==> src/busDatapathPkg.sv <==
// shared widths and encodings for the bus datapath RTL and its testbench, referenced by scope
package busDatapathPkg;

  parameter int dataWidth = 32;       // bus and register width
  parameter int defaultRegCount = 8;  // general registers, 16 also works

  typedef logic [dataWidth-1:0] wordT;

  // Z register contents, high half in the upper bits
  typedef struct packed {
    wordT hi;
    wordT lo;
  } wideT;

  typedef enum logic [4:0] {
    aluAdd  = 5'b00011,
    aluSub  = 5'b00100,
    aluAnd  = 5'b00101,
    aluOr   = 5'b00110,
    aluShr  = 5'b00111,
    aluShra = 5'b01000,
    aluShl  = 5'b01001,
    aluRor  = 5'b01010,
    aluRol  = 5'b01011,
    aluMul  = 5'b01111,
    aluDiv  = 5'b10000,
    aluNeg  = 5'b10001,
    aluNot  = 5'b10010
  } aluOpT;

  typedef enum logic [1:0] {
    srcReg   = 2'd0,  // selected general register
    srcMdr   = 2'd1,
    srcZLow  = 2'd2,
    srcZHigh = 2'd3
  } busSourceT;

  typedef enum logic {
    cmdLoad    = 1'b0,
    cmdOperate = 1'b1
  } cmdKindT;

endpackage

==> src/gpRegister.sv <==
// one general purpose register, written from the bus when its bit of the load vector is set
`timescale 1ns/1ns

module gpRegister (
  input  logic                 clock,
  input  logic                 arstN,
  input  logic                 load,   // this register's regLoad bit
  input  busDatapathPkg::wordT bus,
  output busDatapathPkg::wordT value
);

  busDatapathPkg::wordT regQ;

  always_ff @(posedge clock or negedge arstN) begin
    if (!arstN) begin
      regQ <= '0;               // registers come up as zero
    end else if (load) begin
      regQ <= bus;
    end
  end

  assign value = regQ;

endmodule

==> config.mk <==
export PLATFORM = sky130hd
export DESIGN_NAME = gpRegister
export DESIGN_NICKNAME = d
export VERILOG_FILES = /design/src/busDatapathPkg.sv /design/src/gpRegister.sv
export SDC_FILE = /design/constraint.sdc
export NUM_CORES = 1
export LEC_CHECK = 0
export BUFFER_PORTS_ARGS = -buffer_cell sky130_fd_sc_hd__buf_2
export CAP_MARGIN = 10
export CORE_ASPECT_RATIO = 0.75
export CORE_UTILIZATION = 44
export DETAILED_ROUTE_END_ITERATION = 16
export GPL_ROUTABILITY_DRIVEN = 0
export GPL_TIMING_DRIVEN = 1
export PLACE_DENSITY = 0.77
export RECOVER_POWER = 50
export SETUP_SLACK_MARGIN = 0.4
export SYNTH_ARGS = -nofsm -noshare
export SYNTH_HDL_FRONTEND = slang
export SYNTH_SLANG_ARGS = --single-unit
==> constraint.sdc <==
create_clock -name clock -period 0.8 [get_ports clock]
set_input_delay 0 -clock clock [delete_from_list [all_inputs] [get_ports clock]]
set_output_delay 0 -clock clock [all_outputs]
set_load 0.005 [all_outputs]
==> impl_results.md <==
- Startpoint Class: flip-flop
- Worst path max stage delay: 0.40 ns
- Drt pass-1 iters: 3
- TritonCTS clock tree: yes
- Psw: 0.821 mW
- Starting Density: 49.0%
- Slowest cell on the critical path: dfrtp_1
- Number of diodes: 0
- Layout cell share with drive strength beyond 1: 74.5%
- DR iter-0 viols: 18
- I/O pins: 67
- Clock share of power: 32.3%
- RSZ-0062 raised after global routing: yes
- Seq pwr share: 50.1%
- Critical Path RT: 0.80 ns
- Final Cycle Share: 100%
- R2r setup slk: 0.01 ns
- Row count: 16
- Syn Nets: 103
- DRC: 0
- Worst Path Class, Setup: reg -> out
- Final WL: 2620 µm
- Final Critical Period: 0.801 ns
- Met3 Resource Use GR: 6.94%
- Most Crowded Layer GR: met2
- Layout area overhead: 35.1%
- DIE AREA: 0.00328 mm²
- DR vias: 832
- Root Buffer: clkbuf_8
- CTS H-Tree Depth: 2
- M2 GR Usage: 29.8%
- Pwr Total: 3.73 mW
- Vias per cell: 4.60
- Routed length per instance: 14.5 µm
- Initial antenna violation count: 0
- CTS max path bufs: 2
- Core footprint: 0.00274 mm²
- Max IR drop VDD: 1.19 mV
- CTS buffer count: 5
- Sw Share: 22.0%
- Chip height: 49.9 µm
- Max_slew headroom: 72.5%
- Gate Count Post-Synth: 68
- Skew-Pair Late Insertion Delay: 0.27 ns
- Reg2reg path depth: 1
- Max Cap Viol: 0
- Final slew viol count: 0
- CP top delay family: flip-flops
- # port buffers: 66
- Hold path startpoint: bus[20]
- Final WS setup: -0.00123 ns
- Int Power: 2.91 mW
- Largest register FFs: 32
- Crit path DAT: 0.80 ns
- Pin count of the biggest net entering global routing: 33
- Syn Area/Cell: 19.8 µm²
- Number of global-route vias before repair: 874
- Endpoints failing setup: 1
- M1 GR Usage: 17.7%
- LEAKAGE: 0.977 nW
- RR Endpoint: value[6]
- Setup Buffers After CTS: 0
- Hold Crit Class: in -> reg
- Critical path cell sequence: buf_2
- # clock sinks: 32
- #FFs+latches synth: 32
- Pwr dens: 2050 mW/mm²
- FMAX: 1250 MHz
- Combinational Power Share: 17.6%
- Hold Buf Count CTS: 1
- CP bufs+invs: 1
- Worst Clk Skew: 0 ns
- Worst r2r src: value[6]
- Fin. Hold Viols: 32
- Synth unique cells: 5
- First-pass GRT wire length: 4010 µm
- Final hold slack: -0.0469 ns
- Hold depth: 2
- Post-Syn Area: 0.00135 mm²
- CP max FO: 2
- Chip Width: 65.8 µm
- Placed instance area: 0.00172 mm²
- Clock slew at reported path FFs: 0.06 ns
- Fin nets: 179
- Status: finished with violations
- TNS Setup: -0.00123 ns
- Hold Path End: value[20]
- ANT nets after route: 0
- Design Area, Final: 0.00182 mm²
- GRT Util Overall: 17.2%
- Grt total ovfl: 0
- Synth Warn #: 0
- Measured slew at the worst slew-check pin: 0.413 ns
- CP endpoint kind: output port
- Failing checks: negative hold slack, negative setup slack
- Post-synthesis sequential area ratio: 59.5%
routing by layer:
layer  up-vias  share of wire (%)  routed length [µm]
met4         0                1.6                  43
met5         -                  0                   0
met1       402                 40                1040
met2        39                 50                1310
li1        387                  -                   -
met3         4                8.7                 228
layout by cell type (no fill, tap or decap):
| cell type | count |
|---|---|
| buf_2 | 65 |
| mux2_4 | 32 |
| dfrtp_1 | 32 |
| clkbuf_8 | 6 |
| clkbuf_1 | 4 |
| clkbuf_2 | 2 |
| buf_12 | 2 |
| dlygate4sd3_1 | 1 |
| buf_4 | 1 |
area by class of cell:
type                            instances  area, µm²
Multi-Input combinational cell         32        480
Timing Repair Buffer                   73        400
Sequential cell                        32        801
Clock buffer                            8       90.1
Tap cell                               36       45.0
Fill cell                             215        926
synth_stat cells:
cell type,count,area (µm²)
buf_12,3,60.1
dfrtp_1,32,801
mux2_2,2,22.5
buf_6,1,11.3
mux2_4,30,450
what timing repair did:
action                                  4_1_cts  5_1_grt
endpoints found under the setup margin       64       96
endpoints found under the hold margin        64       32
cloned                                        0        2
resized for setup                             2        1
power by group through the flow:
stage,combinational [mW],clock [mW],sequential (mW)
CTS,0.674,1.24,1.87
detailed placement,0.659,0,1.90
finish,0.657,1.20,1.87
global route,0.713,1.34,1.89
floorplan,0.332,0,1.91
global placement,0.639,0,1.89
metrics by stage:
stage	setup WS, ns	util (%)	cells
3_3_place_gp	-0.000255	62.6	170
2_1_floorplan	0.0517	-	68
5_1_grt	-0.0333	66.2	181
3_5_place_dp	-0.0215	62.6	170
4_1_cts	-0.0114	66.5	179
6_report	-0.00123	66.2	181
how the worst max path moves through the flow:
| stage | cells past startpoint | from | end | slack (ns) |
|---|---|---|---|---|
| 6_report | 1 | value[6] | value[6] | -0.001 |
| 5_1_grt | 1 | value[6] | value[6] | -0.03 |
| 4_1_cts | 1 | value[6] | value[6] | -0.01 |
| 3_5_place_dp | 3 | load | value[6] | -0.02 |
| 3_3_place_gp | 3 | load | value[15] | -0.0003 |
| 2_1_floorplan | 1 | value[0] | value[0] | 0.05 |
logic make-up (layout without fill, tap and decap cells):
group	Yosys count	count (layout)	synth area share, %
buffers and inverters	4	81	5.30
flip-flops	32	32	59.5
multiplexers	32	32	35.2
(Power assumes the default switching activity.)
