**src/busDatapathPkg.sv**
```systemverilog
// shared widths and encodings for the bus datapath RTL and its testbench, referenced by scope
package busDatapathPkg;

  parameter int dataWidth = 32;       // bus and register width
  parameter int defaultRegCount = 8;  // general registers, 16 also works

  typedef logic [dataWidth-1:0] wordT;

  // Z register contents, high half in the upper bits
  typedef struct packed {
    wordT hi;
    wordT lo;
  } wideT;

  typedef enum logic [4:0] {
    aluAdd  = 5'b00011,
    aluSub  = 5'b00100,
    aluAnd  = 5'b00101,
    aluOr   = 5'b00110,
    aluShr  = 5'b00111,
    aluShra = 5'b01000,
    aluShl  = 5'b01001,
    aluRor  = 5'b01010,
    aluRol  = 5'b01011,
    aluMul  = 5'b01111,
    aluDiv  = 5'b10000,
    aluNeg  = 5'b10001,
    aluNot  = 5'b10010
  } aluOpT;

  typedef enum logic [1:0] {
    srcReg   = 2'd0,  // selected general register
    srcMdr   = 2'd1,
    srcZLow  = 2'd2,
    srcZHigh = 2'd3
  } busSourceT;

  typedef enum logic {
    cmdLoad    = 1'b0,
    cmdOperate = 1'b1
  } cmdKindT;

endpackage

```
**src/busCtrlIf.sv**
```systemverilog
// step controls and the shared bus word, passed from the sequencer to registers, mux and ALU
`timescale 1ns/1ns

interface busCtrlIf #(
  parameter int regCount = busDatapathPkg::defaultRegCount
);

  busDatapathPkg::busSourceT   busSource;  // who drives the bus this cycle
  logic [$clog2(regCount)-1:0] regSelect;  // register index when busSource is srcReg
  logic [regCount-1:0]         regLoad;    // one-hot, loads on the ending edge
  logic                        yLoad;
  logic                        zLoad;
  busDatapathPkg::aluOpT       aluOp;
  busDatapathPkg::wordT        bus;

  modport sequencer (
    output busSource, regSelect, regLoad, yLoad, zLoad, aluOp
  );

  modport regs (
    input regLoad, bus
  );

  modport mux (
    input busSource, regSelect,
    output bus
  );

  modport alu (
    input yLoad, zLoad, aluOp, bus
  );

endinterface

```
**src/controlSequencer.sv**
```systemverilog
// command intake, MDR and step FSM that drives the bus controls for loads and ALU operations
`timescale 1ns/1ns

module controlSequencer #(
  parameter int regCount = busDatapathPkg::defaultRegCount
) (
  input  logic                          clock,
  input  logic                          arstN,
  input  logic                          cmdValid,
  input  busDatapathPkg::cmdKindT       cmdKind,
  input  busDatapathPkg::aluOpT         cmdOp,
  input  logic [$clog2(regCount)-1:0]   cmdSrcA,
  input  logic [$clog2(regCount)-1:0]   cmdSrcB,
  input  logic [$clog2(regCount)-1:0]   cmdDst,
  input  logic [$clog2(regCount)-1:0]   cmdDstHi,
  input  busDatapathPkg::wordT          cmdData,
  output logic                          busy,
  busCtrlIf.sequencer                   ctrl,
  output logic                          writeValid,
  output logic [$clog2(regCount)-1:0]   writeIndex,
  output busDatapathPkg::wordT          mdr
);

  localparam int idxWidth = $clog2(regCount);

  typedef enum logic [2:0] {
    stIdle,
    stLoadWr,  // MDR onto the bus into dst
    stOpA,     // srcA into Y
    stOpB,     // srcB through the ALU into Z
    stOpLo,    // Z low into dst
    stOpHi     // Z high into dstHi, mul and div only
  } stepT;

  stepT                  step;
  stepT                  stepNext;
  busDatapathPkg::aluOpT opReg;
  logic [idxWidth-1:0]   srcAReg;
  logic [idxWidth-1:0]   srcBReg;
  logic [idxWidth-1:0]   dstReg;
  logic [idxWidth-1:0]   dstHiReg;
  busDatapathPkg::wordT  mdrReg;
  logic [regCount-1:0]   loadVec;
  logic                  accept;
  logic                  twoWord;

  assign busy    = (step != stIdle);
  assign accept  = cmdValid && !busy;
  assign twoWord = (opReg == busDatapathPkg::aluMul) || (opReg == busDatapathPkg::aluDiv);

  always_ff @(posedge clock or negedge arstN) begin
    if (!arstN) begin
      opReg    <= busDatapathPkg::aluAnd;
      srcAReg  <= '0;
      srcBReg  <= '0;
      dstReg   <= '0;
      dstHiReg <= '0;
      mdrReg   <= '0;
    end else if (accept) begin
      opReg    <= cmdOp;
      srcAReg  <= cmdSrcA;
      srcBReg  <= cmdSrcB;
      dstReg   <= cmdDst;
      dstHiReg <= cmdDstHi;
      if (cmdKind == busDatapathPkg::cmdLoad) begin
        mdrReg <= cmdData;  // MDR only changes on a load
      end
    end
  end

  always_comb begin
    stepNext = step;
    case (step)
      stIdle: begin
        if (accept) begin
          stepNext = (cmdKind == busDatapathPkg::cmdLoad) ? stLoadWr : stOpA;
        end
      end
      stLoadWr: stepNext = stIdle;
      stOpA:    stepNext = stOpB;
      stOpB:    stepNext = stOpLo;
      stOpLo:   stepNext = twoWord ? stOpHi : stIdle;
      default:  stepNext = stIdle;
    endcase
  end

  always_ff @(posedge clock or negedge arstN) begin
    if (!arstN) begin
      step <= stIdle;
    end else begin
      step <= stepNext;
    end
  end

  // step decode; the load vector doubles as the write event
  always_comb begin
    ctrl.busSource = busDatapathPkg::srcReg;
    ctrl.regSelect = srcAReg;
    ctrl.yLoad     = (step == stOpA);
    ctrl.zLoad     = (step == stOpB);
    writeIndex     = dstReg;
    loadVec        = '0;
    case (step)
      stLoadWr: begin
        ctrl.busSource  = busDatapathPkg::srcMdr;
        loadVec[dstReg] = 1'b1;
      end
      stOpB:    ctrl.regSelect = srcBReg;
      stOpLo: begin
        ctrl.busSource  = busDatapathPkg::srcZLow;
        loadVec[dstReg] = 1'b1;
      end
      stOpHi: begin
        ctrl.busSource    = busDatapathPkg::srcZHigh;
        writeIndex        = dstHiReg;
        loadVec[dstHiReg] = 1'b1;
      end
      default: ;
    endcase
  end

  assign ctrl.regLoad = loadVec;
  assign ctrl.aluOp   = opReg;
  assign writeValid   = |loadVec;
  assign mdr          = mdrReg;

endmodule

```
**src/flat_wrapper.sv**
```systemverilog
// flat-port wrapper written by rule: the top's interface ports become plain ports
module controlSequencer_flat 
#(
  parameter int regCount = busDatapathPkg::defaultRegCount
)
  (clock, arstN, cmdValid, cmdKind, cmdOp, cmdSrcA, cmdSrcB, cmdDst, cmdDstHi, cmdData, busy, writeValid, writeIndex, mdr, ctrl_busSource, ctrl_regSelect, ctrl_regLoad, ctrl_yLoad, ctrl_zLoad, ctrl_aluOp);
  busCtrlIf #(.regCount(regCount)) ctrl_i ();
  input  logic clock;
  input  logic arstN;
  input  logic cmdValid;
  input  busDatapathPkg::cmdKindT cmdKind;
  input  busDatapathPkg::aluOpT cmdOp;
  input  logic [$clog2(regCount)-1:0] cmdSrcA;
  input  logic [$clog2(regCount)-1:0] cmdSrcB;
  input  logic [$clog2(regCount)-1:0] cmdDst;
  input  logic [$clog2(regCount)-1:0] cmdDstHi;
  input  busDatapathPkg::wordT cmdData;
  output logic busy;
  output logic writeValid;
  output logic [$clog2(regCount)-1:0] writeIndex;
  output busDatapathPkg::wordT mdr;
  output wire logic [$bits(ctrl_i.busSource)-1:0] ctrl_busSource;
  output wire logic [$bits(ctrl_i.regSelect)-1:0] ctrl_regSelect;
  output wire logic [$bits(ctrl_i.regLoad)-1:0] ctrl_regLoad;
  output wire logic [$bits(ctrl_i.yLoad)-1:0] ctrl_yLoad;
  output wire logic [$bits(ctrl_i.zLoad)-1:0] ctrl_zLoad;
  output wire logic [$bits(ctrl_i.aluOp)-1:0] ctrl_aluOp;
  assign ctrl_busSource = ctrl_i.busSource;
  assign ctrl_regSelect = ctrl_i.regSelect;
  assign ctrl_regLoad = ctrl_i.regLoad;
  assign ctrl_yLoad = ctrl_i.yLoad;
  assign ctrl_zLoad = ctrl_i.zLoad;
  assign ctrl_aluOp = ctrl_i.aluOp;
  controlSequencer #(.regCount(regCount)) u_core (.clock(clock), .arstN(arstN), .cmdValid(cmdValid), .cmdKind(cmdKind), .cmdOp(cmdOp), .cmdSrcA(cmdSrcA), .cmdSrcB(cmdSrcB), .cmdDst(cmdDst), .cmdDstHi(cmdDstHi), .cmdData(cmdData), .busy(busy), .ctrl(ctrl_i), .writeValid(writeValid), .writeIndex(writeIndex), .mdr(mdr));
endmodule
```
**config.mk**
```make
export PLATFORM = sky130hd
export DESIGN_NAME = controlSequencer_flat
export DESIGN_NICKNAME = d
export VERILOG_FILES = /design/src/busDatapathPkg.sv /design/src/busCtrlIf.sv /design/src/controlSequencer.sv /design/src/flat_wrapper.sv
export SDC_FILE = /design/constraint.sdc
export NUM_CORES = 1
export LEC_CHECK = 0
export ABC_CLOCK_PERIOD_IN_PS = 2150
export BUFFER_PORTS_ARGS = -buffer_cell sky130_fd_sc_hd__buf_4
export CAP_MARGIN = 10
export CORE_MARGIN = 8
export CORE_UTILIZATION = 47
export CTS_BUF_LIST = sky130_fd_sc_hd__clkbuf_4 sky130_fd_sc_hd__clkbuf_8
export DETAILED_ROUTE_END_ITERATION = 8
export PLACE_DENSITY = 0.81
export REMOVE_ABC_BUFFERS = 1
export SYNTH_ARGS = -nofsm -noshare
export SYNTH_HDL_FRONTEND = slang
export SYNTH_SLANG_ARGS = --single-unit
```
**constraint.sdc**
```tcl
create_clock -name clock -period 2.15 [get_ports clock]
set_input_delay 0.43 -clock clock [delete_from_list [all_inputs] [get_ports clock]]
set_output_delay 0.43 -clock clock [all_outputs]
set_load 0.1 [all_outputs]
```
==> reports/metrics.cfg <==
[sta]
period_share=1.01
finalSetupViolations=3
hold_violations=0
min_period_ns=2.17
drv_slew=0
hold_slack_ns=0.152
fmax_mhz=460
fin_skew_ns=0.00178
worst_slack_ns=-0.0219
rsz0062_at_grt=true
worstMarginPinSlew_ns=0.645
max-slew-margin-rel=0.570

[placement]
gp_congestion=0.838
hpwl_mm=4.29
io_buffers=109
dpl_worst_slack_ns=0.151
dpl_cell_area_um2=3150

[drt]
vias=1752
antenna_left=0
wl_per_cell_um=18.0
drc_errors=0
viasPerCell=5.36
dr.pass1.iters=4
drt-total-wl_mm=5.89
first_iter_violations=57

[logic_synthesis]
post-synth-top-count-cell=dfrtp_1
synth_area_leaders=dfrtp_1 (55%), mux2_1 (15%), mux2_2 (12%)
ys.flop_type=dfrtp_1
synth_top_cell_area_share=0.552
synth_top_area_cell=dfrtp_1
synth.distinct_cells=31
synthTopCellsByCount=dfrtp_1 (50), mux2_1 (30), mux2_2 (25), o22ai_1 (6), nand2b_1 (5)
async_reset_ff_frac=1.00
synth-edff-count=0
synthesis.area_um2=2270
syn_area_per_cell_um2=14.5
yosys_warnings=0
ys_seq_area_frac=0.575
synthCells=156
ys_ff_latch=52

[clocking]
cts_tree=done
cts-root-buf=clkbuf_8
cts_buffers=5
cts_hold_buf=0
clk_latency_ns=0.29
path_clk_slew_ns=0.08
cts_max_level=2
clk_path_buf_depth=2
cts_sinks=52

[outcome]
violations=negative setup slack
outcome=finished with violations

[setup_path]
worstPathMaxFanout=4
arrival_ns=1.74
cp_data_required_time_ns=1.72
reg2regPathDepth=5
crit_start=u_core.step[2]
cpPeakStageDelay_ns=0.47
slowest_stage=or3b_4
rrSetupSlack_ns=0.34
cp_cell_sequence=xor2_1 -> or3b_4 -> o32ai_2 -> buf_6
r2r_end=u_core.mdr[10]
worstSetupStartpointType=flip-flop
worst-setup-path-type=reg -> out
r2r_start=u_core.step[1]
crit_path_end=ctrl_regLoad[0]
crit_path_end_kind=output pin

[cells_and_area]
layout.nets=325
antennaDiodeCount=0
utilization=0.727
area_growth_pct=50.5
design_area_um2=3410
drive_gt1_frac=0.604

[floorplan]
core_um2=4690
rows=25
die_w_um=85.4
ios=110
die_h_um=85.4
die-area_um2=7300
start_util=0.483

[grt]
grt_pass1_vias=1914
grt_max_degree=53
grtUsageTotal=0.161
overflow=0
antenna_found_initial=0
grt_pass1_wl_mm=9.47

[flow_run]
drv_cap=0

[hold_path]
min_path_type=in -> async

-- cell type report --
cell class | instances | area, um2
flip-flops and latches | 52 | 1300
fillers | 326 | 1280
multi-input cells | 94 | 975
repair buffers | 117 | 958
clock buffers | 8 | 97.6
well taps | 54 | 67.6
inverters | 2 | 7.51
-- logic make-up (layout without fill, tap and decap cells) --
| family | count (synthesis) | in the layout | share of synthesized area |
|---|---|---|---|
| muxes | 56 | 56 | 0.278 |
| DFF | 52 | 52 | 0.575 |
| and+or+nand+nor | 25 | 25 | 0.0751 |
| AOI/OAI and AO/OA | 12 | 12 | 0.0353 |
| buffers and inverters | 10 | 127 | 0.0326 |
| xor gates and xnor gates | 1 | 1 | 0.00387 |
-- per-layer routing --
layer,track usage,vias up,share of wire
li1,-,800,-
met1,0.183,855,0.40
met2,0.245,90,0.46
met3,0.100,7,0.13
met4,0.0430,0,0.010
met5,0,-,0
-- critical path, delay by kind of cell (launching register included) --
family	cells	cell delay (ns)
buf+inv	1	0.26
xor+xnor	1	0.18
compound gates	1	0.14
flops	1	0.40
simple gates	1	0.47
-- stage by stage --
stage,cells,TNS [ns]
final,327,-0.0319
after global routing,327,-0.377
after CTS,325,-0.0983
after detailed placement,317,0
after global placement,317,0
after floorplan,148,-48.58
-- sequential cells by signal, indices dropped and copies added, names as in the netlist --
name,flops
u_core.srcBReg,3
u_core.step,3
u_core.ctrl.aluOp,5
u_core.dstHiReg,3
u_core.srcAReg,3
u_core.dstReg,3
u_core.mdr,32
-- layout by cell type, fill, tap and decap left out, types with 2 or more instances in the layout --
master | synthesis | routed
nor2b_1 | 3 | 2
o22ai_1 | 6 | 2
nor2_1 | 2 | 2
clkbuf_8 | 0 | 6
mux2_2 | 25 | 25
clkbuf_4 | 0 | 2
nand2_1 | 2 | 2
nand3b_1 | 3 | 3
buf_12 | 0 | 4
o31ai_1 | 2 | 2
buf_4 | 1 | 105
nand2b_1 | 5 | 5
buf_6 | 4 | 8
dfrtp_1 | 50 | 50
o22ai_4 | 0 | 2
o22ai_2 | 0 | 2
dfstp_2 | 2 | 2
mux2_1 | 30 | 30
-- timing repair --
item / in CTS / in global routing
buffers inserted: 0 / 2
setup endpoints to repair: 7 / 11
cloned: 0 / 0
gates resized for setup: 23 / 8
pin swaps: 2 / 2
-- how the worst min path moves through the flow --
| stage | startpoint | to | slack [ns] | cells past startpoint |
|---|---|---|---|---|
| 6_report | arstN | u_core.mdr[11] | 0.15 | 1 |
| 5_1_grt | arstN | u_core.mdr[17] | 0.21 | 1 |
| 4_1_cts | arstN | u_core.mdr[18] | 0.17 | 1 |
| 3_5_place_dp | u_core.mdr[6] | u_core.mdr[6] | 0.48 | 1 |
| 3_3_place_gp | u_core.mdr[19] | u_core.mdr[19] | 0.47 | 1 |
| 2_1_floorplan | arstN | u_core.ctrl.aluOp[1] | 0.13 | 0 |
Power is left out: the tool's default activity adds up to more than one toggle a clock period on the data nets, which glitch-free logic cannot reach.
