### config.mk
export PLATFORM = sky130hd
export DESIGN_NAME = busMux_flat
export DESIGN_NICKNAME = d
export VERILOG_FILES = /design/src/busDatapathPkg.sv /design/src/busCtrlIf.sv /design/src/busMux.sv /design/src/flat_wrapper.sv
export SDC_FILE = /design/constraint.sdc
export NUM_CORES = 1
export LEC_CHECK = 0
export ABC_AREA = 1
export BUFFER_PORTS_ARGS = -buffer_cell sky130_fd_sc_hd__buf_4
export CORE_MARGIN = 8
export CORE_UTILIZATION = 23
export DETAILED_ROUTE_END_ITERATION = 6
export GPL_ROUTABILITY_DRIVEN = 0
export PLACE_DENSITY_LB_ADDON = 0.05
export REMOVE_ABC_BUFFERS = 1
export SLEW_MARGIN = 20
export SYNTH_ARGS = -nofsm -noshare
export SYNTH_HDL_FRONTEND = slang
export SYNTH_SLANG_ARGS = --single-unit
### constraint.sdc
create_clock -name vclk -period 1.7
set_input_delay 0.255 -clock vclk [all_inputs]
set_output_delay 0.255 -clock vclk [all_outputs]
set_load 0.01 [all_outputs]
### src/busDatapathPkg.sv
// shared widths and encodings for the bus datapath RTL and its testbench, referenced by scope
package busDatapathPkg;

  parameter int dataWidth = 32;       // bus and register width
  parameter int defaultRegCount = 8;  // general registers, 16 also works

  typedef logic [dataWidth-1:0] wordT;

  // Z register contents, high half in the upper bits
  typedef struct packed {
    wordT hi;
    wordT lo;
  } wideT;

  typedef enum logic [4:0] {
    aluAdd  = 5'b00011,
    aluSub  = 5'b00100,
    aluAnd  = 5'b00101,
    aluOr   = 5'b00110,
    aluShr  = 5'b00111,
    aluShra = 5'b01000,
    aluShl  = 5'b01001,
    aluRor  = 5'b01010,
    aluRol  = 5'b01011,
    aluMul  = 5'b01111,
    aluDiv  = 5'b10000,
    aluNeg  = 5'b10001,
    aluNot  = 5'b10010
  } aluOpT;

  typedef enum logic [1:0] {
    srcReg   = 2'd0,  // selected general register
    srcMdr   = 2'd1,
    srcZLow  = 2'd2,
    srcZHigh = 2'd3
  } busSourceT;

  typedef enum logic {
    cmdLoad    = 1'b0,
    cmdOperate = 1'b1
  } cmdKindT;

endpackage

### src/busCtrlIf.sv
// step controls and the shared bus word, passed from the sequencer to registers, mux and ALU
`timescale 1ns/1ns

interface busCtrlIf #(
  parameter int regCount = busDatapathPkg::defaultRegCount
);

  busDatapathPkg::busSourceT   busSource;  // who drives the bus this cycle
  logic [$clog2(regCount)-1:0] regSelect;  // register index when busSource is srcReg
  logic [regCount-1:0]         regLoad;    // one-hot, loads on the ending edge
  logic                        yLoad;
  logic                        zLoad;
  busDatapathPkg::aluOpT       aluOp;
  busDatapathPkg::wordT        bus;

  modport sequencer (
    output busSource, regSelect, regLoad, yLoad, zLoad, aluOp
  );

  modport regs (
    input regLoad, bus
  );

  modport mux (
    input busSource, regSelect,
    output bus
  );

  modport alu (
    input yLoad, zLoad, aluOp, bus
  );

endinterface

### src/busMux.sv
// bus source selection; picks one register, the MDR or a half of Z to drive the shared bus
`timescale 1ns/1ns

module busMux #(
  parameter int regCount = busDatapathPkg::defaultRegCount
) (
  busCtrlIf.mux         ctrl,
  input  busDatapathPkg::wordT regValues [regCount],
  input  busDatapathPkg::wordT mdr,
  input  busDatapathPkg::wideT zValue
);

  busDatapathPkg::wordT busWord;

  always_comb begin
    case (ctrl.busSource)
      busDatapathPkg::srcReg: begin
        busWord = regValues[ctrl.regSelect];
      end
      busDatapathPkg::srcMdr: begin
        busWord = mdr;
      end
      busDatapathPkg::srcZLow: begin
        busWord = zValue.lo;
      end
      default: begin
        busWord = zValue.hi;  // srcZHigh, second word of mul/div
      end
    endcase
  end

  assign ctrl.bus = busWord;

endmodule

### src/flat_wrapper.sv
// flat-port wrapper written by rule: the top's interface ports become plain ports
module busMux_flat 
#(
  parameter int regCount = busDatapathPkg::defaultRegCount
)
  (regValues, mdr, zValue, ctrl_busSource, ctrl_regSelect, ctrl_bus);
  busCtrlIf #(.regCount(regCount)) ctrl_i ();
  input  busDatapathPkg::wordT regValues[regCount];
  input  busDatapathPkg::wordT mdr;
  input  busDatapathPkg::wideT zValue;
  input wire logic [$bits(ctrl_i.busSource)-1:0] ctrl_busSource;
  input wire logic [$bits(ctrl_i.regSelect)-1:0] ctrl_regSelect;
  output wire logic [$bits(ctrl_i.bus)-1:0] ctrl_bus;
  assign ctrl_i.busSource = ctrl_busSource;
  assign ctrl_i.regSelect = ctrl_regSelect;
  assign ctrl_bus = ctrl_i.bus;
  busMux #(.regCount(regCount)) u_core (.ctrl(ctrl_i), .regValues(regValues), .mdr(mdr), .zValue(zValue));
endmodule
==> summary.txt, run 1 <==
Setup path
  • Crit path max fanout: 7
  • Worst-path cell chain: buf_6 -> buf_12 -> buf_12 -> nand2_1 -> nand3_1 -> nand3_1 -> nand3_1 -> nand3_1 -> buf_4
  • Startpoint type of the worst setup path: input port
  • Count of buffering cells on the critical path with inverters included: 4
  • Arrival time reported for the critical path endpoint: 1.34 ns
  • Required time of the critical path: 1.44 ns
  • Cell type of the slowest stage on the worst timing path: sky130_fd_sc_hd__buf_4
  • Worst setup path class: in -> out
  • Critical Path Sink Type: output port
  • Most repeated library cell on the critical path: sky130_fd_sc_hd__nand3_1
  • Crit-path max cell delay: 0.17 ns
  • Family with the most delay on the worst path: buffers and inverters

GRT
  • Remaining global-route overflow: 0
  • First-pass GRT wire length: 37800 um
  • Pin count of the biggest net entering global routing: 36
  • Total global routing track utilization: 0.212
  • Initial antenna violation count: 0
  • Via count of the first global-routing pass: 6936

Logic synthesis
  • Simple-gate portion of the synthesized area: 0.631
  • Number of distinct standard cells referenced by the synthesized netlist: 13
  • Post-Synth Adder-Cell Area: 0
  • Xor/xnor cell area share of the yosys netlist: 0
  • Share of the yosys chip area belonging to registers: 0
  • Combinational family with the most area after synthesis: simple AND/OR/NAND/NOR gates
  • Mapped Cells: 968
  • Syn Area/Cell: 4.29 um2
  • Combined area of all synthesized cells: 0.00415 mm2
  • Area fraction in compound gates after synthesis: 0.0386
  • Synth Warn #: 0
  • Share of cell area taken by muxes after synthesis: 0

Place
  • Placed wire-length estimate after detailed placement: 20900 um
  • Port bufs: 389

Floorplan
  • Die boundary width: 150 um
  • Core area: 0.0178 mm2
  • Chip Height: 150 um
  • Std-Cell Rows: 49
  • Ports: 389
  • Overall die area: 0.0226 mm2
  • Initial Util: 0.233

Min path
  • Worst Hold End: ctrl_bus[18]
  • Beginning of the worst hold path: zValue[50]
  • Depth of the worst hold-timing path: 4
  • Worst min path class: in -> out

STA
  • Fin. Hold Viols: 0
  • Worst slew pin tran: 0.279 ns
  • RSZ-0062 raised after global routing: no
  • Max Clk Rate: 0.629 GHz
  • Number of pins exceeding their max-slew limit in the final report: 0
  • Share of the clock period used by the worst path: 0.936
  • Hold slack: 0.808 ns
  • Max-slew headroom: 0.814
  • Finish-stage setup viols: 0
  • Fin crit period: 1.59 ns

Layout
  • Number of filler instances in the final layout: 2112
  • N_diodes: 0
  • Top library cells by usage in the layout, fill and taps aside: sky130_fd_sc_hd__buf_4 (406), sky130_fd_sc_hd__nand2_1 (353), sky130_fd_sc_hd__inv_1 (258), sky130_fd_sc_hd__nand3_1 (256), sky130_fd_sc_hd__o21ai_1 (30)
  • Post-layout net count: 1694
  • Share of layout cells above drive strength 1: 0.327
  • Count of clock-net buffers in the final layout: 0
  • Footprint of the flip-flops and latches: 0 um2
  • Area growth from synthesis to layout: 83.8%
  • Leading cell type in the layout, fill and taps excluded: sky130_fd_sc_hd__buf_4
  • Sequential cell count of the final layout: 0
  • Final design utilization: 0.427

Flow run
  • Max_cap viols: 0

Detailed routing
  • Average wire per cell in the routed design: 16.6 um
  • Iteration count of the initial detailed-routing pass: 4
  • Routed wire length: 25900 um
  • Detailed router's first-iteration violation count: 159
  • Via-to-Cell Ratio: 4.36
  • # DRC: 0
  • Total number of vias: 6824
  • Number of nets with antenna violations after detailed routing: 0

Clock tree
  • CTS hold repair buffers: 0

Power
  • Maximum vdd ir drop: 0.102 mV
  • Cell leakage power: 4.90 nW
  • PwrDens: 246 mW/mm2

Run status
  • Result of the run: complete, no violations
-- synth_stat cells --
cell / instances / area, um2
sky130_fd_sc_hd__buf_2: 24 / 120
sky130_fd_sc_hd__inv_2: 3 / 11.3
sky130_fd_sc_hd__nand3_1: 256 / 1280
sky130_fd_sc_hd__nor2_1: 1 / 3.75
sky130_fd_sc_hd__buf_4: 6 / 45.0
sky130_fd_sc_hd__o21ai_1: 30 / 150
sky130_fd_sc_hd__o21ai_0: 2 / 10.0
sky130_fd_sc_hd__nand2_1: 353 / 1330
sky130_fd_sc_hd__or2_4: 1 / 8.76
sky130_fd_sc_hd__buf_1: 3 / 11.3
sky130_fd_sc_hd__clkbuf_1: 18 / 67.6
sky130_fd_sc_hd__inv_1: 258 / 968
sky130_fd_sc_hd__buf_6: 13 / 146
-- power by group --
| part | leakage, nW | internal [mW] | switching, mW |
|---|---|---|---|
| Combinational | 4.90 | 1.04 | 0.833 |
| Clock | 0 | 0 | 0 |
| Sequential | 0 | 0 | 0 |
-- how the worst max path moves through the flow --
stage | start | endpoint | slack (ns) | cells past startpoint
after global routing | ctrl_regSelect[0] | ctrl_bus[0] | 0.01 | 9
after CTS | ctrl_regSelect[0] | ctrl_bus[23] | 0.02 | 10
after global placement | ctrl_regSelect[0] | ctrl_bus[4] | 0.01 | 9
final | ctrl_regSelect[0] | ctrl_bus[14] | 0.11 | 9
after floorplan | ctrl_regSelect[0] | ctrl_bus[0] | -0.31 | 7
after detailed placement | ctrl_regSelect[0] | ctrl_bus[4] | 0.005 | 9
-- cell type report --
| cell class | count | area (um2) | share of cell area |
|---|---|---|---|
| multi-input cells | 643 | 2790 | 0.365 |
| inverters | 261 | 987 | 0.129 |
| well taps | 229 | 287 | 0.0376 |
| repair buffers | 431 | 3560 | 0.468 |
-- worst min-delay path, delay by kind of cell --
family | cells | cell delay (ns)
buf+inv | 2 | 0.19
simple gates | 2 | 0.11
-- routing by layer --
layer	global-route usage	routed length [um]
met1	0.228	9690
met2	0.404	13300
met4	0.0220	331
met5	0	0
met3	0.0691	2620
-- repair_timing --
action                     4_1_cts  5_1_grt
gates cloned                     2        3
buffers inserted                 0        1
gates resized for setup          1        6
setup endpoints to repair        1       19
-- kinds of logic (layout without fill, tap and decap cells) --
kind of cell    Yosys count  after routing
simple gates            611            611
buf+inv                 325            692
compound gates           32             32
-- stage by stage --
step	cells	area (um2)	setup slack [ns]	TNS, ns	total power [mW]
3_5_place_dp	1558	7450	0.00470	0	1.83
4_1_cts	1560	7520	0.0201	0	1.87
5_1_grt	1564	7620	0.0147	0	2.08
2_1_floorplan	904	3760	-0.312	-9.98	0.665
3_3_place_gp	1558	7450	0.0143	0	1.83
6_report	1564	7620	0.109	0	1.87
No activity file was read; power rests on OpenSTA's default activity.
==> inputs of run 2 (changes only) <==
--- a/config.mk
+++ b/config.mk
@@ -11,9 +11,8 @@
 export CORE_UTILIZATION = 23
 export DETAILED_ROUTE_END_ITERATION = 6
 export GPL_ROUTABILITY_DRIVEN = 0
-export PLACE_DENSITY_LB_ADDON = 0.05
+export PLACE_DENSITY_LB_ADDON = 0.2
 export REMOVE_ABC_BUFFERS = 1
-export SLEW_MARGIN = 20
 export SYNTH_ARGS = -nofsm -noshare
 export SYNTH_HDL_FRONTEND = slang
 export SYNTH_SLANG_ARGS = --single-unit
==> run 2 against run 1 <==
Global-route usage fell by 1.6 points. Critical path depth rose by 1. Non-clock buffer count down 11. First-iteration DRC count is 130% higher. Combinational power decreased by 3%. Fmax decreased by 1.9%. Die area unchanged. Final area shrank 2.3%. Count of clock-buffer cells in the layout did not move. Critical endpoint is now ctrl_bus[21].
==> summary.txt, run 2 (synthesis results as in run 1) <==
Run status
  • Result of the run: complete, no violations (unchanged)

GRT
  • First-pass GRT wire length: 35500 um (was 37800 um)
  • Pin count of the biggest net entering global routing: 64 (was 36)
  • Remaining global-route overflow: 0 (unchanged)
  • Total global routing track utilization: 0.196 (was 0.212)
  • Via count of the first global-routing pass: 6632 (was 6936)
  • Initial antenna violation count: 1 (was 0)

STA
  • Max-slew headroom: 0.748 (was 0.814)
  • Finish-stage setup viols: 0 (unchanged)
  • Number of pins exceeding their max-slew limit in the final report: 0 (unchanged)
  • Worst slew pin tran: 0.379 ns (was 0.279 ns)
  • RSZ-0062 raised after global routing: yes (was no)
  • Max Clk Rate: 0.617 GHz (was 0.629 GHz)
  • Setup Total Neg Slack: 0 ns (unchanged)
  • Share of the clock period used by the worst path: 0.954 (was 0.936)
  • Fin crit period: 1.62 ns (was 1.59 ns)
  • Fin. Hold Viols: 0 (unchanged)

Detailed routing
  • Met2 Routed Length: 12700 um (was 13300 um)
  • Routed wire length: 24700 um (was 25900 um)
  • Via-to-Cell Ratio: 4.37 (was 4.36)
  • Routed length on met3: 2310 um (was 2620 um)
  • Met1 routed wirelength after detailed routing: 9280 um (was 9690 um)
  • Top routing layer in use: met4 (unchanged)
  • Total number of vias: 6791 (was 6824)
  • Detailed router's first-iteration violation count: 369 (was 159)
  • Average wire per cell in the routed design: 15.9 um (was 16.6 um)
  • Iteration count of the initial detailed-routing pass: 5 (was 4)
  • Number of nets with antenna violations after detailed routing: 0 (unchanged)
  • # DRC: 0 (unchanged)

Clock tree
  • Post-cts resize count: 0 (was 1)
  • Post-CTS Repair Setup Buffers: 0 (unchanged)
  • CTS hold repair buffers: 0 (unchanged)

Power
  • PwrDens: 245 mW/mm2 (was 246 mW/mm2)
  • Cell leakage power: 4.80 nW (was 4.90 nW)
  • Maximum vdd ir drop: 0.115 mV (was 0.102 mV)

Floorplan
  • Ports: 389 (unchanged)
  • Initial Util: 0.233 (unchanged)
  • Chip Height: 150 um (unchanged)
  • Overall die area: 0.0226 mm2 (unchanged)
  • Core area: 0.0178 mm2 (unchanged)
  • Die boundary width: 150 um (unchanged)
  • Std-Cell Rows: 49 (unchanged)

Layout
  • Post-layout net count: 1684 (was 1694)
  • Sequential cell count of the final layout: 0 (unchanged)
  • Share of layout cells above drive strength 1: 0.322 (was 0.327)
  • Footprint of the flip-flops and latches: 0 um2 (unchanged)
  • Leading cell type in the layout, fill and taps excluded: sky130_fd_sc_hd__buf_4 (unchanged)
  • Top library cells by usage in the layout, fill and taps aside: sky130_fd_sc_hd__buf_4 (402), sky130_fd_sc_hd__nand2_1 (353), sky130_fd_sc_hd__inv_1 (258), sky130_fd_sc_hd__nand3_1 (256), sky130_fd_sc_hd__o21ai_1 (30) (was sky130_fd_sc_hd__buf_4 (406), sky130_fd_sc_hd__nand2_1 (353), sky130_fd_sc_hd__inv_1 (258), sky130_fd_sc_hd__nand3_1 (256), sky130_fd_sc_hd__o21ai_1 (30))
  • Number of filler instances in the final layout: 2081 (was 2112)
  • Footprint of the multi-input gates: 0.00280 mm2 (was 0.00279 mm2)
  • Area growth from synthesis to layout: 79.5% (was 83.8%)
  • Count of clock-net buffers in the final layout: 0 (unchanged)
  • Final design utilization: 0.417 (was 0.427)

Setup path
  • Critical Path Sink Type: output port (unchanged)
  • Required time of the critical path: 1.44 ns (about the same)
  • Crit path max fanout: 18 (was 7)
  • Arrival time reported for the critical path endpoint: 1.37 ns (was 1.34 ns)
  • Startpoint type of the worst setup path: input port (unchanged)
  • Worst setup path class: in -> out (unchanged)

Min path
  • Worst min path class: in -> out (unchanged)

Place
  • Port bufs: 389 (unchanged)
  • Placed wire-length estimate after detailed placement: 19400 um (was 20900 um)

Flow run
  • Max_cap viols: 0 (unchanged)
[run 2: changes by cell type in the layout (fill, tap and decap cells not counted), sizes merged]
cell / delta
clkbuf: -1
or2: +1
diode: +1
bufbuf: -1
buf: -9
[run 2: area by class of cell]
class | instances | share of cell area
diodes | 1 | 0.000336
inverters | 261 | 0.132
multi-input cells | 644 | 0.375
well taps | 229 | 0.0385
repair buffers | 420 | 0.454
[run 2: layer usage]
metal	track usage	vias up
met2	0.366	267
met1	0.219	2906
met4	0.0350	0
li1	-	3592
met3	0.0511	26
met5	0	-
[run 2: metrics by stage]
stage | hold slack, ns | instances | power, mW | setup slack, ns | area [um2]
after floorplan | 0.655 | 904 | 0.665 | -0.312 | 3760
after global placement | 0.807 | 1551 | 1.79 | 0.0262 | 7380
after detailed placement | 0.809 | 1551 | 1.81 | 0.0264 | 7380
after CTS | 0.809 | 1551 | 1.81 | 0.0227 | 7380
after global routing | 0.823 | 1555 | 2.02 | -0.00372 | 7450
final | 0.807 | 1555 | 1.82 | 0.0785 | 7450
[run 2: where the power goes]
part             total [mW]  leakage [nW]  internal (mW)  switching, mW
Clock          0.0000000787    0.00000634   0.0000000787              0
Sequential                0             0              0              0
Combinational          1.82          4.80          0.998          0.827
Total                  1.82          4.80          0.998          0.827
[run 2: worst paths after layout]
path,start,end,slack (ns),cells after the start
worst min-delay path,zValue[45],ctrl_bus[13],0.81,4
worst max-delay path,ctrl_regSelect[0],ctrl_bus[21],0.08,10
[run 2: worst max-delay path, stage by stage]
cell and delay [ns]:
sky130_fd_sc_hd__buf_4 0.15, sky130_fd_sc_hd__buf_4 0.17, sky130_fd_sc_hd__buf_12 0.15, sky130_fd_sc_hd__nand2_1 0.06
sky130_fd_sc_hd__nand2_1 0.08, sky130_fd_sc_hd__nand2_1 0.06, sky130_fd_sc_hd__nand3_1 0.06, sky130_fd_sc_hd__nand3_1 0.07
sky130_fd_sc_hd__nand3_1 0.11, sky130_fd_sc_hd__buf_4 0.17
==> inputs of run 3 (changes only) <==
--- a/config.mk
+++ b/config.mk
@@ -11,7 +11,7 @@
 export CORE_UTILIZATION = 23
 export DETAILED_ROUTE_END_ITERATION = 6
 export GPL_ROUTABILITY_DRIVEN = 0
-export PLACE_DENSITY_LB_ADDON = 0.2
+export PLACE_DENSITY_LB_ADDON = 0.08
 export REMOVE_ABC_BUFFERS = 1
 export SYNTH_ARGS = -nofsm -noshare
 export SYNTH_HDL_FRONTEND = slang
==> run 3 against run 2 <==
Global-route usage up 1.0 points. Highest routed layer unchanged. Setup slack better by 0.0028 ns. Fmax rose by 0.17%. First-iteration DRC count down 38%. Worst hold slack hardly changed. Non-clock buffer count is 2 higher. Critical endpoint is now ctrl_bus[17]. Power increased by 0.31%. Final area increased by 0.54%. Critical path depth down 3.
==> summary.txt, run 3 (synthesis results as in run 1) <==
Run status
  • Result of the run: complete, no violations (unchanged)

GRT
  • Total global routing track utilization: 0.206 (was 0.196)
  • Via count of the first global-routing pass: 6858 (was 6632)
  • Pin count of the biggest net entering global routing: 70 (was 64)
  • Remaining global-route overflow: 0 (unchanged)
  • Initial antenna violation count: 0 (was 1)
  • First-pass GRT wire length: 37100 um (was 35500 um)

Detailed routing
  • Iteration count of the initial detailed-routing pass: 4 (was 5)
  • Routed wire length: 25800 um (was 24700 um)
  • Via-to-Cell Ratio: 4.39 (was 4.37)
  • Total number of vias: 6834 (was 6791)
  • Average wire per cell in the routed design: 16.6 um (was 15.9 um)
  • Number of nets with antenna violations after detailed routing: 0 (unchanged)
  • Detailed router's first-iteration violation count: 227 (was 369)
  • # DRC: 0 (unchanged)

STA
  • Worst slew pin tran: 0.511 ns (was 0.379 ns)
  • Max-slew headroom: 0.659 (was 0.748)
  • RSZ-0062 raised after global routing: no (was yes)
  • Hold slack: 0.807 ns (about the same)
  • Share of the clock period used by the worst path: 0.952 (was 0.954)
  • Fin. Hold Viols: 0 (unchanged)
  • Fin crit period: 1.62 ns (about the same)
  • Max Clk Rate: 0.618 GHz (was 0.617 GHz)
  • Finish-stage setup viols: 0 (unchanged)
  • Number of pins exceeding their max-slew limit in the final report: 0 (unchanged)

Clock tree
  • Post-CTS Repair Setup Buffers: 0 (unchanged)

Setup path
  • Startpoint type of the worst setup path: input port (unchanged)
  • Worst setup path class: in -> out (unchanged)
  • Arrival time reported for the critical path endpoint: 1.36 ns (was 1.37 ns)
  • Most repeated library cell on the critical path: sky130_fd_sc_hd__buf_4
  • Cell type of the slowest stage on the worst timing path: sky130_fd_sc_hd__or2_4 (was sky130_fd_sc_hd__buf_4)
  • Required time of the critical path: 1.44 ns (about the same)
  • Worst-path cell chain: buf_4 -> inv_2 -> or2_4 -> o21ai_1 -> inv_1 -> nand3_1 -> buf_4 (was buf_4 -> buf_4 -> buf_12 -> nand2_1 -> nand2_1 -> nand2_1 -> nand3_1 -> nand3_1 -> nand3_1 -> buf_4)
  • Crit-path max cell delay: 0.44 ns (was 0.17 ns)
  • Start point of the critical path: ctrl_busSource[0] (was ctrl_regSelect[0])
  • Crit path max fanout: 32 (was 18)
  • Critical Path Sink Type: output port (unchanged)

Min path
  • Beginning of the worst hold path: zValue[37] (was zValue[45])
  • Worst min path class: in -> out (unchanged)

Place
  • Port bufs: 389 (unchanged)
  • Placed wire-length estimate after detailed placement: 20100 um (was 19400 um)

Power
  • Cell leakage power: 4.82 nW (was 4.80 nW)
  • Maximum vdd ir drop: 0.101 mV (was 0.115 mV)
  • PwrDens: 244 mW/mm2 (was 245 mW/mm2)

Floorplan
  • Overall die area: 0.0226 mm2 (unchanged)
  • Die boundary width: 150 um (unchanged)
  • Chip Height: 150 um (unchanged)
  • Core area: 0.0178 mm2 (unchanged)
  • Initial Util: 0.233 (unchanged)
  • Std-Cell Rows: 49 (unchanged)
  • Ports: 389 (unchanged)

Layout
  • Sequential cell count of the final layout: 0 (unchanged)
  • Count of clock-net buffers in the final layout: 0 (unchanged)
  • Footprint of the flip-flops and latches: 0 um2 (unchanged)
  • Area growth from synthesis to layout: 80.5% (was 79.5%)
  • N_diodes: 0 (was 1)
  • Post-layout net count: 1685 (was 1684)
  • Top library cells by usage in the layout, fill and taps aside: sky130_fd_sc_hd__buf_4 (404), sky130_fd_sc_hd__nand2_1 (353), sky130_fd_sc_hd__inv_1 (257), sky130_fd_sc_hd__nand3_1 (256), sky130_fd_sc_hd__o21ai_1 (30) (was sky130_fd_sc_hd__buf_4 (402), sky130_fd_sc_hd__nand2_1 (353), sky130_fd_sc_hd__inv_1 (258), sky130_fd_sc_hd__nand3_1 (256), sky130_fd_sc_hd__o21ai_1 (30))
  • Share of layout cells above drive strength 1: 0.322 (about the same)
  • Final design utilization: 0.420 (was 0.417)
  • Number of filler instances in the final layout: 2112 (was 2081)
  • Leading cell type in the layout, fill and taps excluded: sky130_fd_sc_hd__buf_4 (unchanged)

Flow run
  • Max_cap viols: 0 (unchanged)
run 3: changes by cell type in the layout (fill, tap and decap cells not counted), sizes merged:
cell	change
buf	-1
clkbuf	+3
clkinv	+1
diode	-1
inv	-1
or2	-1
run 3: critical path, delay by kind of cell:
family | cells | cell delay, ns
compound gates | 1 | 0.10
buf+inv | 4 | 0.44
simple gates | 2 | 0.56
run 3: path summary, 6_finish.rpt:
check / to / slack, ns / cells past startpoint
setup / recovery: ctrl_bus[17] / 0.08 / 7
hold / removal: ctrl_bus[5] / 0.81 / 4
run 3: layout make-up:
| class | instances | area (um2) | share of cell area |
|---|---|---|---|
| inverters | 261 | 987 | 0.132 |
| multi-input cells | 643 | 2790 | 0.372 |
| well taps | 229 | 287 | 0.0383 |
| repair buffers | 422 | 3430 | 0.458 |
run 3: timing repair:
item,CTS,global route
setup endpoints to repair,0,12
endpoints found under the hold margin,0,0
gates resized for setup,0,6
hold buffers,0,0
run 3: layer usage:
layer  share of wire  track usage  up-vias
li1                -            -     3591
met1            0.38        0.229     2958
met2            0.51        0.383      259
met3           0.092       0.0571       26
met4           0.021       0.0370        0
met5               0            0        -
run 3: stage by stage:
stage | cells | area (um2) | setup TNS (ns) | setup slack [ns] | total power [mW]
finish | 1555 | 7490 | 0 | 0.0813 | 1.83
global route | 1555 | 7490 | 0 | 0.00143 | 2.04
CTS | 1550 | 7340 | 0 | 0.0255 | 1.80
detailed placement | 1550 | 7340 | 0 | 0.0339 | 1.80
global placement | 1550 | 7340 | 0 | 0.0522 | 1.79
floorplan | 904 | 3760 | -9.98 | -0.312 | 0.665
run 3: where the power goes:
part,internal (mW),switching [mW]
Combinational,1.01,0.824
Sequential,0,0
Clock,0,0
Total,1.01,0.824
